<file path="config.mk">
export PLATFORM = sky130hd
export DESIGN_NAME = irq_ctrl_top
export DESIGN_NICKNAME = d
export VERILOG_FILES = /design/src/hdl/irq_pkg.sv /design/src/hdl/irq_csr.sv /design/src/hdl/irq_arbiter.sv /design/src/hdl/wfi_sleep_ctrl.sv /design/src/hdl/irq_ctrl_top.sv
export VERILOG_INCLUDE_DIRS = /design/src /design/src/hdl
export SDC_FILE = /design/constraint.sdc
export NUM_CORES = 1
export LEC_CHECK = 0
export ABC_AREA = 1
export BUFFER_PORTS_ARGS = -buffer_cell sky130_fd_sc_hd__clkbuf_2
export CAP_MARGIN = 20
export CORE_MARGIN = 10
export CORE_UTILIZATION = 45
export CTS_BUF_LIST = sky130_fd_sc_hd__clkbuf_8
export CTS_CLUSTER_DIAMETER = 50
export DETAILED_ROUTE_END_ITERATION = 6
export HOLD_SLACK_MARGIN = 0.05
export PLACE_DENSITY = 0.8
export SLEW_MARGIN = 25
export SYNTH_ARGS = -nofsm -noshare
export SYNTH_HDL_FRONTEND = slang
export SYNTH_SLANG_ARGS = --single-unit
</file>
<file path="constraint.sdc">
create_clock -name clk_i -period 4.4 [get_ports clk_i]
set_input_delay 0.88 -clock clk_i [delete_from_list [all_inputs] [get_ports clk_i]]
set_output_delay 0.88 -clock clk_i [all_outputs]
set_load 0.005 [all_outputs]
</file>
<file path="src/hdl/irq_cfg.svh">
`ifndef IRQ_CFG_SVH
`define IRQ_CFG_SVH

// --------------------------------------------------------------------------
// Interrupt lines
// --------------------------------------------------------------------------

// Number of interrupt lines seen by the controller
`define IRQ_NUM 32

// Lines that exist: 3, 7, 11 and 16 to 31
`define IRQ_VALID_MASK 32'hffff_0888

// --------------------------------------------------------------------------
// CSR map
// --------------------------------------------------------------------------

`define CSR_MSTATUS 12'h300
`define CSR_MIE     12'h304
`define CSR_MIP     12'h344

// Bit positions inside the mstatus word
`define MSTATUS_MIE_BIT  3
`define MSTATUS_MPIE_BIT 7

// --------------------------------------------------------------------------
// Sleep control
// --------------------------------------------------------------------------

// Idle bus cycles needed before the core is put to sleep
`define WFI_SLEEP_LATENCY 2

`endif

</file>
<file path="src/hdl/irq_pkg.sv">
`include "irq_cfg.svh"

package irq_pkg;

  // --------------------------------------------------------------------------
  // Interrupt vectors
  // --------------------------------------------------------------------------

  // One bit per interrupt line
  typedef logic [`IRQ_NUM-1:0] irq_vec_t;

  // Number of a single interrupt line
  typedef logic [$clog2(`IRQ_NUM)-1:0] irq_id_t;

  // --------------------------------------------------------------------------
  // CSR port
  // --------------------------------------------------------------------------

  // 12-bit CSR address space as in RISC-V
  typedef logic [11:0] csr_addr_t;

  // CSR data word
  typedef logic [31:0] csr_data_t;

  // --------------------------------------------------------------------------
  // WFI sleep controller
  // --------------------------------------------------------------------------

  // SLEEP_IDLE    no WFI outstanding
  // SLEEP_DRAIN   WFI accepted, waiting for the bus to stay idle
  // SLEEP_ASLEEP  core clock may be gated
  // SLEEP_DONE    WFI retired towards the core
  typedef enum logic [1:0] {
    SLEEP_IDLE   = 2'd0,
    SLEEP_DRAIN  = 2'd1,
    SLEEP_ASLEEP = 2'd2,
    SLEEP_DONE   = 2'd3
  } sleep_state_e;

endpackage

</file>
<file path="src/hdl/irq_csr.sv">
`timescale 1ns/1ps

`include "irq_cfg.svh"

module irq_csr (
  input  logic                clk_i,
  input  logic                rst_ni,

  // Raw interrupt lines from the platform
  input  irq_pkg::irq_vec_t   irq_i,

  // CSR access port
  input  logic                csr_we_i,
  input  irq_pkg::csr_addr_t  csr_addr_i,
  input  irq_pkg::csr_data_t  csr_wdata_i,
  output irq_pkg::csr_data_t  csr_rdata_o,

  // Trap entry and return
  input  logic                take_i,
  input  logic                mret_i,

  // To arbiter and sleep controller
  output irq_pkg::irq_vec_t   pend_en_o,
  output logic                glob_en_o
);

  import irq_pkg::*;

  irq_vec_t  mip_q;
  irq_vec_t  mie_q;
  logic      mstatus_mie_q;
  logic      mstatus_mpie_q;

  logic      wr_mstatus;
  logic      wr_mie;
  csr_data_t mstatus_word;

  // --------------------------------------------------------------------------
  // Write decode
  // --------------------------------------------------------------------------

  // mip is read only, so no decode for it
  assign wr_mstatus = csr_we_i && (csr_addr_i == `CSR_MSTATUS);
  assign wr_mie     = csr_we_i && (csr_addr_i == `CSR_MIE);

  // --------------------------------------------------------------------------
  // Pending and enable registers
  // --------------------------------------------------------------------------

  // Inputs are captured one cycle late, reserved lines stay zero
  always_ff @(posedge clk_i or negedge rst_ni) begin
    if (!rst_ni) begin
      mip_q <= '0;
      mie_q <= '0;
    end else begin
      mip_q <= irq_i & `IRQ_VALID_MASK;
      if (wr_mie) begin
        mie_q <= csr_wdata_i & `IRQ_VALID_MASK;
      end
    end
  end

  // --------------------------------------------------------------------------
  // Status bits
  // --------------------------------------------------------------------------

  // Trap entry beats return, and both beat a software write
  always_ff @(posedge clk_i or negedge rst_ni) begin
    if (!rst_ni) begin
      mstatus_mie_q  <= 1'b0;
      mstatus_mpie_q <= 1'b0;
    end else if (take_i) begin
      mstatus_mpie_q <= mstatus_mie_q;
      mstatus_mie_q  <= 1'b0;
    end else if (mret_i) begin
      mstatus_mie_q  <= mstatus_mpie_q;
      mstatus_mpie_q <= 1'b1;
    end else if (wr_mstatus) begin
      mstatus_mie_q  <= csr_wdata_i[`MSTATUS_MIE_BIT];
      mstatus_mpie_q <= csr_wdata_i[`MSTATUS_MPIE_BIT];
    end
  end

  // --------------------------------------------------------------------------
  // Read path
  // --------------------------------------------------------------------------

  // Only MIE and MPIE exist in the status word
  always_comb begin
    mstatus_word                    = '0;
    mstatus_word[`MSTATUS_MIE_BIT]  = mstatus_mie_q;
    mstatus_word[`MSTATUS_MPIE_BIT] = mstatus_mpie_q;
  end

  always_comb begin
    case (csr_addr_i)
      `CSR_MSTATUS: csr_rdata_o = mstatus_word;
      `CSR_MIE:     csr_rdata_o = mie_q;
      `CSR_MIP:     csr_rdata_o = mip_q;
      default:      csr_rdata_o = '0;
    endcase
  end

  // Lines that are both pending and locally enabled
  assign pend_en_o = mip_q & mie_q;
  assign glob_en_o = mstatus_mie_q;

endmodule

</file>
<file path="src/hdl/irq_arbiter.sv">
`timescale 1ns/1ps

`include "irq_cfg.svh"

module irq_arbiter (
  // Pending and enabled lines from the CSR block
  input  irq_pkg::irq_vec_t pend_en_i,
  input  logic              glob_en_i,

  // Interrupt handshake with the core
  input  logic              irq_ready_i,
  output logic              irq_valid_o,
  output irq_pkg::irq_id_t  irq_id_o,

  // Handshake completed
  output logic              take_o
);

  import irq_pkg::*;

  irq_id_t winner;
  logic    any_pending;

  // --------------------------------------------------------------------------
  // Fixed priority selection
  // --------------------------------------------------------------------------

  // Lowest priority is checked first so that later hits override it.
  // Resulting order is 31 down to 16, then 11, then 3, then 7
  always_comb begin
    winner = '0;
    if (pend_en_i[7]) begin
      winner = irq_id_t'(7);
    end
    if (pend_en_i[3]) begin
      winner = irq_id_t'(3);
    end
    if (pend_en_i[11]) begin
      winner = irq_id_t'(11);
    end
    for (int i = 16; i < `IRQ_NUM; i++) begin
      if (pend_en_i[i]) begin
        winner = irq_id_t'(i);
      end
    end
  end

  assign any_pending = |pend_en_i;

  // --------------------------------------------------------------------------
  // Handshake
  // --------------------------------------------------------------------------

  // Level request, may drop without a transfer
  assign irq_valid_o = any_pending && glob_en_i;
  assign irq_id_o    = winner;

  // Clears MIE in the CSR block, so valid falls after a transfer
  assign take_o      = irq_valid_o && irq_ready_i;

endmodule

</file>
<file path="src/hdl/wfi_sleep_ctrl.sv">
`timescale 1ns/1ps

`include "irq_cfg.svh"

module wfi_sleep_ctrl (
  input  logic              clk_i,
  input  logic              rst_ni,

  // Wake sources
  input  irq_pkg::irq_vec_t pend_en_i,
  input  logic              debug_req_i,

  // No outstanding bus transactions
  input  logic              bus_idle_i,

  // WFI handshake with the core
  input  logic              wfi_valid_i,
  output logic              wfi_ready_o,

  // Sleep indication for clock gating
  output logic              core_sleep_o
);

  import irq_pkg::*;

  localparam int unsigned cnt_w = $clog2(`WFI_SLEEP_LATENCY + 1);

  sleep_state_e     state_q;
  sleep_state_e     state_d;
  logic [cnt_w-1:0] drain_cnt_q;
  logic [cnt_w-1:0] drain_cnt_d;
  logic             wake;
  logic             drain_last;

  // Wake ignores the global enable on purpose, as WFI in RISC-V does
  assign wake = (|pend_en_i) || debug_req_i;

  // Idle edge that would bring the counter up to the latency
  assign drain_last = (drain_cnt_q == cnt_w'(`WFI_SLEEP_LATENCY - 1));

  // --------------------------------------------------------------------------
  // Next state
  // --------------------------------------------------------------------------

  always_comb begin
    state_d     = state_q;
    drain_cnt_d = drain_cnt_q;

    case (state_q)
      SLEEP_IDLE: begin
        if (wfi_valid_i) begin
          state_d     = SLEEP_DRAIN;
          drain_cnt_d = '0;
        end
      end

      SLEEP_DRAIN: begin
        if (wake) begin
          state_d     = SLEEP_DONE;
          drain_cnt_d = '0;
        end else if (!bus_idle_i) begin
          // Any busy cycle restarts the drain
          drain_cnt_d = '0;
        end else if (drain_last) begin
          state_d     = SLEEP_ASLEEP;
          drain_cnt_d = '0;
        end else begin
          drain_cnt_d = drain_cnt_q + 1'b1;
        end
      end

      SLEEP_ASLEEP: begin
        if (wake) begin
          state_d = SLEEP_DONE;
        end
      end

      SLEEP_DONE: begin
        // One cycle of ready retires the WFI
        state_d = SLEEP_IDLE;
      end

      default: begin
        state_d     = SLEEP_IDLE;
        drain_cnt_d = '0;
      end
    endcase
  end

  // --------------------------------------------------------------------------
  // State registers
  // --------------------------------------------------------------------------

  always_ff @(posedge clk_i or negedge rst_ni) begin
    if (!rst_ni) begin
      state_q     <= SLEEP_IDLE;
      drain_cnt_q <= '0;
    end else begin
      state_q     <= state_d;
      drain_cnt_q <= drain_cnt_d;
    end
  end

  assign wfi_ready_o  = (state_q == SLEEP_DONE);
  assign core_sleep_o = (state_q == SLEEP_ASLEEP);

endmodule

</file>
<file path="src/hdl/irq_ctrl_top.sv">
`timescale 1ns/1ps

module irq_ctrl_top (
  input  logic                clk_i,
  input  logic                rst_ni,

  // Interrupt lines
  input  irq_pkg::irq_vec_t   irq_i,

  // CSR port
  input  logic                csr_we_i,
  input  irq_pkg::csr_addr_t  csr_addr_i,
  input  irq_pkg::csr_data_t  csr_wdata_i,
  output irq_pkg::csr_data_t  csr_rdata_o,

  // Return from trap
  input  logic                mret_i,

  // Interrupt handshake
  input  logic                irq_ready_i,
  output logic                irq_valid_o,
  output irq_pkg::irq_id_t    irq_id_o,

  // WFI handshake and sleep
  input  logic                wfi_valid_i,
  output logic                wfi_ready_o,
  input  logic                bus_idle_i,
  input  logic                debug_req_i,
  output logic                core_sleep_o
);

  import irq_pkg::*;

  irq_vec_t pend_en;
  logic     glob_en;
  logic     take;

  // --------------------------------------------------------------------------
  // CSR registers
  // --------------------------------------------------------------------------

  irq_csr u_irq_csr (
    .clk_i       (clk_i),
    .rst_ni      (rst_ni),
    .irq_i       (irq_i),
    .csr_we_i    (csr_we_i),
    .csr_addr_i  (csr_addr_i),
    .csr_wdata_i (csr_wdata_i),
    .csr_rdata_o (csr_rdata_o),
    .take_i      (take),
    .mret_i      (mret_i),
    .pend_en_o   (pend_en),
    .glob_en_o   (glob_en)
  );

  // --------------------------------------------------------------------------
  // Arbitration and handshake
  // --------------------------------------------------------------------------

  irq_arbiter u_irq_arbiter (
    .pend_en_i   (pend_en),
    .glob_en_i   (glob_en),
    .irq_ready_i (irq_ready_i),
    .irq_valid_o (irq_valid_o),
    .irq_id_o    (irq_id_o),
    .take_o      (take)
  );

  // --------------------------------------------------------------------------
  // WFI sleep
  // --------------------------------------------------------------------------

  wfi_sleep_ctrl u_wfi_sleep_ctrl (
    .clk_i        (clk_i),
    .rst_ni       (rst_ni),
    .pend_en_i    (pend_en),
    .debug_req_i  (debug_req_i),
    .bus_idle_i   (bus_idle_i),
    .wfi_valid_i  (wfi_valid_i),
    .wfi_ready_o  (wfi_ready_o),
    .core_sleep_o (core_sleep_o)
  );

endmodule

</file>
# Yosys cells after proc, flatten, opt, wreduce, memory -nomap -nowiden
# Cells that the tools add are included.
[word_totals]
in_bits = 84
out_inout_bits = 40
elab_cells = 67
regBits = 44
[classes]
reduce_logical = 11
n_bitwise = 1
eq_ne = 11
mux = 37
addsub = 1
[ops]
columns = ["op", "n"]
rows = [
  ["$pmux W32 S3", 1],
  ["$mux W5", 16],
  ["$eq A12 B10 Y1 const B", 3],
  ["$and A32 B32 Y32", 1],
  ["$reduce_or A32 Y1", 1],
  ["$mux W2", 9],
  ["$pmux W2 S4", 1],
  ["$mux W1", 6],
  ["$mux W3", 2],
  ["$eq A2 B1 Y1 const B", 2],
  ["$eq A2 B2 Y1 const B", 2],
  ["$logic_and A1 B1 Y1", 4],
  ["$mux W4", 1],
  ["$pmux W2 S2", 1],
  ["$reduce_and A4 Y1", 1],
  ["$ne A3 B1 Y1 const B", 1],
  ["$ne A3 B2 Y1 const B", 1],
  ["$reduce_bool A3 Y1", 1],
  ["$add A2 B1 Y2 const B", 1],
  ["$logic_not A2 Y1", 1],
  ["$ne A2 B1 Y1 const B", 1],
  ["$ne A2 B2 Y1 const B", 1],
  ["$reduce_and A2 Y1", 1],
  ["$reduce_bool A2 Y1", 1],
  ["$logic_or A1 B1 Y1", 1],
]

# Longest topological paths before layout
[logic_depth]
word_depth = 20
ltp_mapped = 18
ltp_nobuf = 18

# Hierarchy
# A second synthesis with hierarchy kept.
[unflattened]
hier_cells = 414
area_unflattened_um2 = 2911.5
[modules_own_cells]
columns = ["module", "area_per_inst_um2", "cells_per_inst", "seq_area_each_um2", "n_inst"]
rows = [
  ["irq_csr", 2134.5, 263, 1001.0, 1],
  ["wfi_sleep_ctrl", 490.5, 82, 100.1, 1],
  ["irq_arbiter", 286.5, 69, 0.0, 1],
]

# Least setup slack after synthesis
# No wires, ideal clock.
[synth_path]
kind = "input to output"
startpoint = "in csr_addr_i[11]"
endpoint = "out csr_rdata_o[18]"
path_slack_ps = 1519
t_arrival_ps = 2001
cell_stages = 7
n_path_buf = 2
required_ps = 3520
cell_sequence = "or3b_1 > nor3_2 > nand2_1 > inv_1 > buf_4 > buf_4 > a22o_1"
[synth_between]
elab_chain_cells = 2
elab_cells_between_ends = 4
classes_between = "eq/ne (3); mux (1)"
[synth_rtl]
columns = ["item", "line", "text"]
rows = [
  ["start: declaration", "irq_ctrl_top.sv:12", "input irq_pkg::csr_addr_t csr_addr_i,"],
  ["$eq A12 B10 Y1", "irq_csr.sv:96", "case (csr_addr_i)"],
  ["$pmux W32 S3 (*)", "irq_csr.sv:96", ""],
  ["end: declaration", "irq_ctrl_top.sv:14", "output irq_pkg::csr_data_t csr_rdata_o,"],
]
# Mark *: on every way between the ends. The rest lies on a longest branch, timed or not.

# Final worst setup path
[layout_path]
startpoint = "in csr_addr_i[11]"
endpoint = "out csr_rdata_o[3]"
# Same word-level chain as after synthesis.

==> qor.txt <==
Status = finished, final reports clean
Final Skew = 9.57 ps
Slew margin rel. = 52.9%
Crit Path Class = in2out
Most frequent cells in the layout = clkbuf_2 (84), nand2_1 (62), dfrtp_1 (44)
Crit. End Element = output port
Diode count = 0
H-Tree Depth = 2
Min Tclk post-route = 3400 ps
Worst vdd ir = 0.000193 V
GRT met1 Usage = 15.9%
Met2 Use GR = 21.8%
First-pass GRT wire length = 9330 um
Starting Density = 47.6%
Port Buffers = 84
GRT Total Usage = 13.5%
Clock Pin Slew Worst Setup and Hold Paths = 80 ps
Wire per inst = 14.8 um
Cells resized by post-CTS repair = 0
Hold Crit Endpoint = u_wfi_sleep_ctrl.drain_cnt_q[1]$_DFFE_PN0P_
Util after Layout = 58.4%
Met3 usage = 6.34%
Multi-input gate area = 0.00103 sq mm
Syn. warnings = 0
I/O pin cnt = 124
Sink Count = 44
Largest net degree at the start of global routing = 25
Lkg Pwr = 0.00164 uW
RSZ-0062 raised after global routing = no
Hold path cells = 2
Vias/cell = 4.86
Chip Height = 91.4 um
Die ar. = 0.00834 sq mm
Initial antenna violation count = 0
DR vias = 1870
Latest clock arrival within the worst-skew pair = 290 ps
Final WL = 5690 um
Peak-usage layer in the global routing report = met2
Die W = 91.4 um
# DRC = 0
Post-Route Setup TNS = 0 ps
Initial DRT Pass Iterations = 4
FF-to-FF setup slack = 2560 ps
Mapped Area = 0.00229 sq mm
First DRT Iteration DRCs = 104
Hold wc startpoint = u_wfi_sleep_ctrl.drain_cnt_q[1]$_DFFE_PN0P_
Reg area = 0.00110 sq mm
Syn avg cell area = 9.92 sq um
Register bit total from synthesis = 44
Ys flop type = dfrtp_1
CTS Buffer Depth = 2
Post-Synthesis Cells = 231
Max Clk Rate = 0.294 GHz
MaxCap Viol Count = 0
Library cells used by synthesis = 28
Core Rows = 25
Final max-slew violation count = 0
FILL cells = 438
Final Hold Vio Count = 0
Grt total ovfl = 0
Vias in the first global route = 1988
R2R Path Start = u_irq_csr.mie_q[18]$_DFFE_PN0P_
Post-synth ARST share = 100%
Worst slew pin tran = 705 ps
Clock Tree Root = clkbuf_8
Final setup viols = 0
R2R depth = 11
CTS Buf Count = 5
Area grow syn2layout = 22.9%
Detail Placement HPWL = 4630 um
Reg2reg end = u_wfi_sleep_ctrl.state_q[0]$_DFFE_PN0P_
Nets = 405
Startpoint types = input pin
Worst EP arrival = 2520 ps
Peak fanout along the critical path = 20
WP data required = 3520 ps
Pwr Density = 300 mW/mm^2
ANT nets after route = 0
Most common cell after layout, fill and taps aside = clkbuf_2
Sequential element share of the synthesized area = 48.1%
Setup Fix Bufs, Post-CTS = 0
HP Class = reg2reg
Gpl congestion = 0.852
Final Cycle Share = 77.4%
Post-synth EDFFs = 0
Core region area = 0.00482 sq mm
CTS tree = done
# hold bufs at CTS = 0
Ratio of cells with drive above 1 in the final layout = 35.8%
registers in the layout, indices dropped and copies added, names as in the netlist:
| signal | flops |
|---|---|
| u_wfi_sleep_ctrl.state_q | 2 |
| u_irq_csr.mip_q | 19 |
| u_irq_csr.glob_en_o | 1 |
| u_irq_csr.mstatus_mpie_q | 1 |
| u_irq_csr.mie_q | 19 |
| u_wfi_sleep_ctrl.drain_cnt_q | 2 |
area by class of cell:
cell class,instances,area share (%)
inverters,17,2.27
clock buffers,5,2.44
repair buffers,85,15.9
flip-flops and latches,44,39.1
clock inverters,3,0.667
well taps,67,2.98
multi-input cells,164,36.6
cell usage after synthesis, types with 4 or more instances:
library cell	count	area (sq um)
a21oi_1	4	20.0
a22o_1	17	149
buf_4	15	113
dfrtp_1	44	1100
ha_1	4	50.1
inv_1	16	60.1
mux2_4	18	270
nand2_1	62	233
nand3_1	10	50.1
nor2_1	11	41.3
o21ai_0	8	40.0
worst max-delay path, cell delays in order:
cell,delay [ps]
clkbuf_2,80
or3b_1,400
nor3_2,180
nand2_1,70
inv_1,520
nand2_1,110
o211ai_1,130
clkbuf_2,150
how the worst max path moves through the flow:
stage | startpoint | to | slack, ps | depth (start not counted)
4_1_cts | csr_addr_i[11] | csr_rdata_o[3] | 1000 | 8
5_1_grt | csr_addr_i[11] | csr_rdata_o[3] | 840 | 8
3_5_place_dp | csr_addr_i[11] | csr_rdata_o[3] | 1010 | 8
6_report | csr_addr_i[11] | csr_rdata_o[3] | 1000 | 8
2_1_floorplan | csr_addr_i[11] | csr_rdata_o[18] | 1520 | 7
3_3_place_gp | csr_addr_i[11] | csr_rdata_o[7] | 1000 | 8
stage by stage:
stage / total power (uW) / worst slack, ps / instances / hold slack [ps] / area [sq um]
3_3_place_gp: 594 / 997 / 376 / 483 / 2700
2_1_floorplan: 546 / 1520 / 243 / 460 / 2340
4_1_cts: 855 / 1000 / 385 / 504 / 2820
3_5_place_dp: 609 / 1010 / 377 / 493 / 2730
5_1_grt: 900 / 842 / 385 / 561 / 2820
6_report: 845 / 996 / 385 / 505 / 2820
cell families (layout without fill, tap and decap cells):
group                    Yosys count  in the layout  share of synthesized area [%]
AO/OA/AOI/OAI                     39             39                           12.4
adder cells (fa/ha/maj)            4              4                           2.18
other                              1             13                          0.164
multiplexers                      18             18                           11.8
buffers and inverters             35            110                           8.90
AND/OR/NAND/NOR                   90             90                           16.5
flip-flops                        44             44                           48.1
layer usage:
layer / up-vias / routed length, um
met3: 2 / 539
met4: 0 / 16
met1: 871 / 2500
met5: - / 0
li1: 928 / -
met2: 69 / 2640
power breakdown:
part           total [uW]  switching (uW)  internal (uW)  leakage, uW
logic                 150            84.0           66.1      0.00104
registers             449            18.6            430     0.000556
clock network         247             136            111    0.0000479
total                 845             238            607      0.00164
Note: power is estimated with default switching activity, not from simulation.
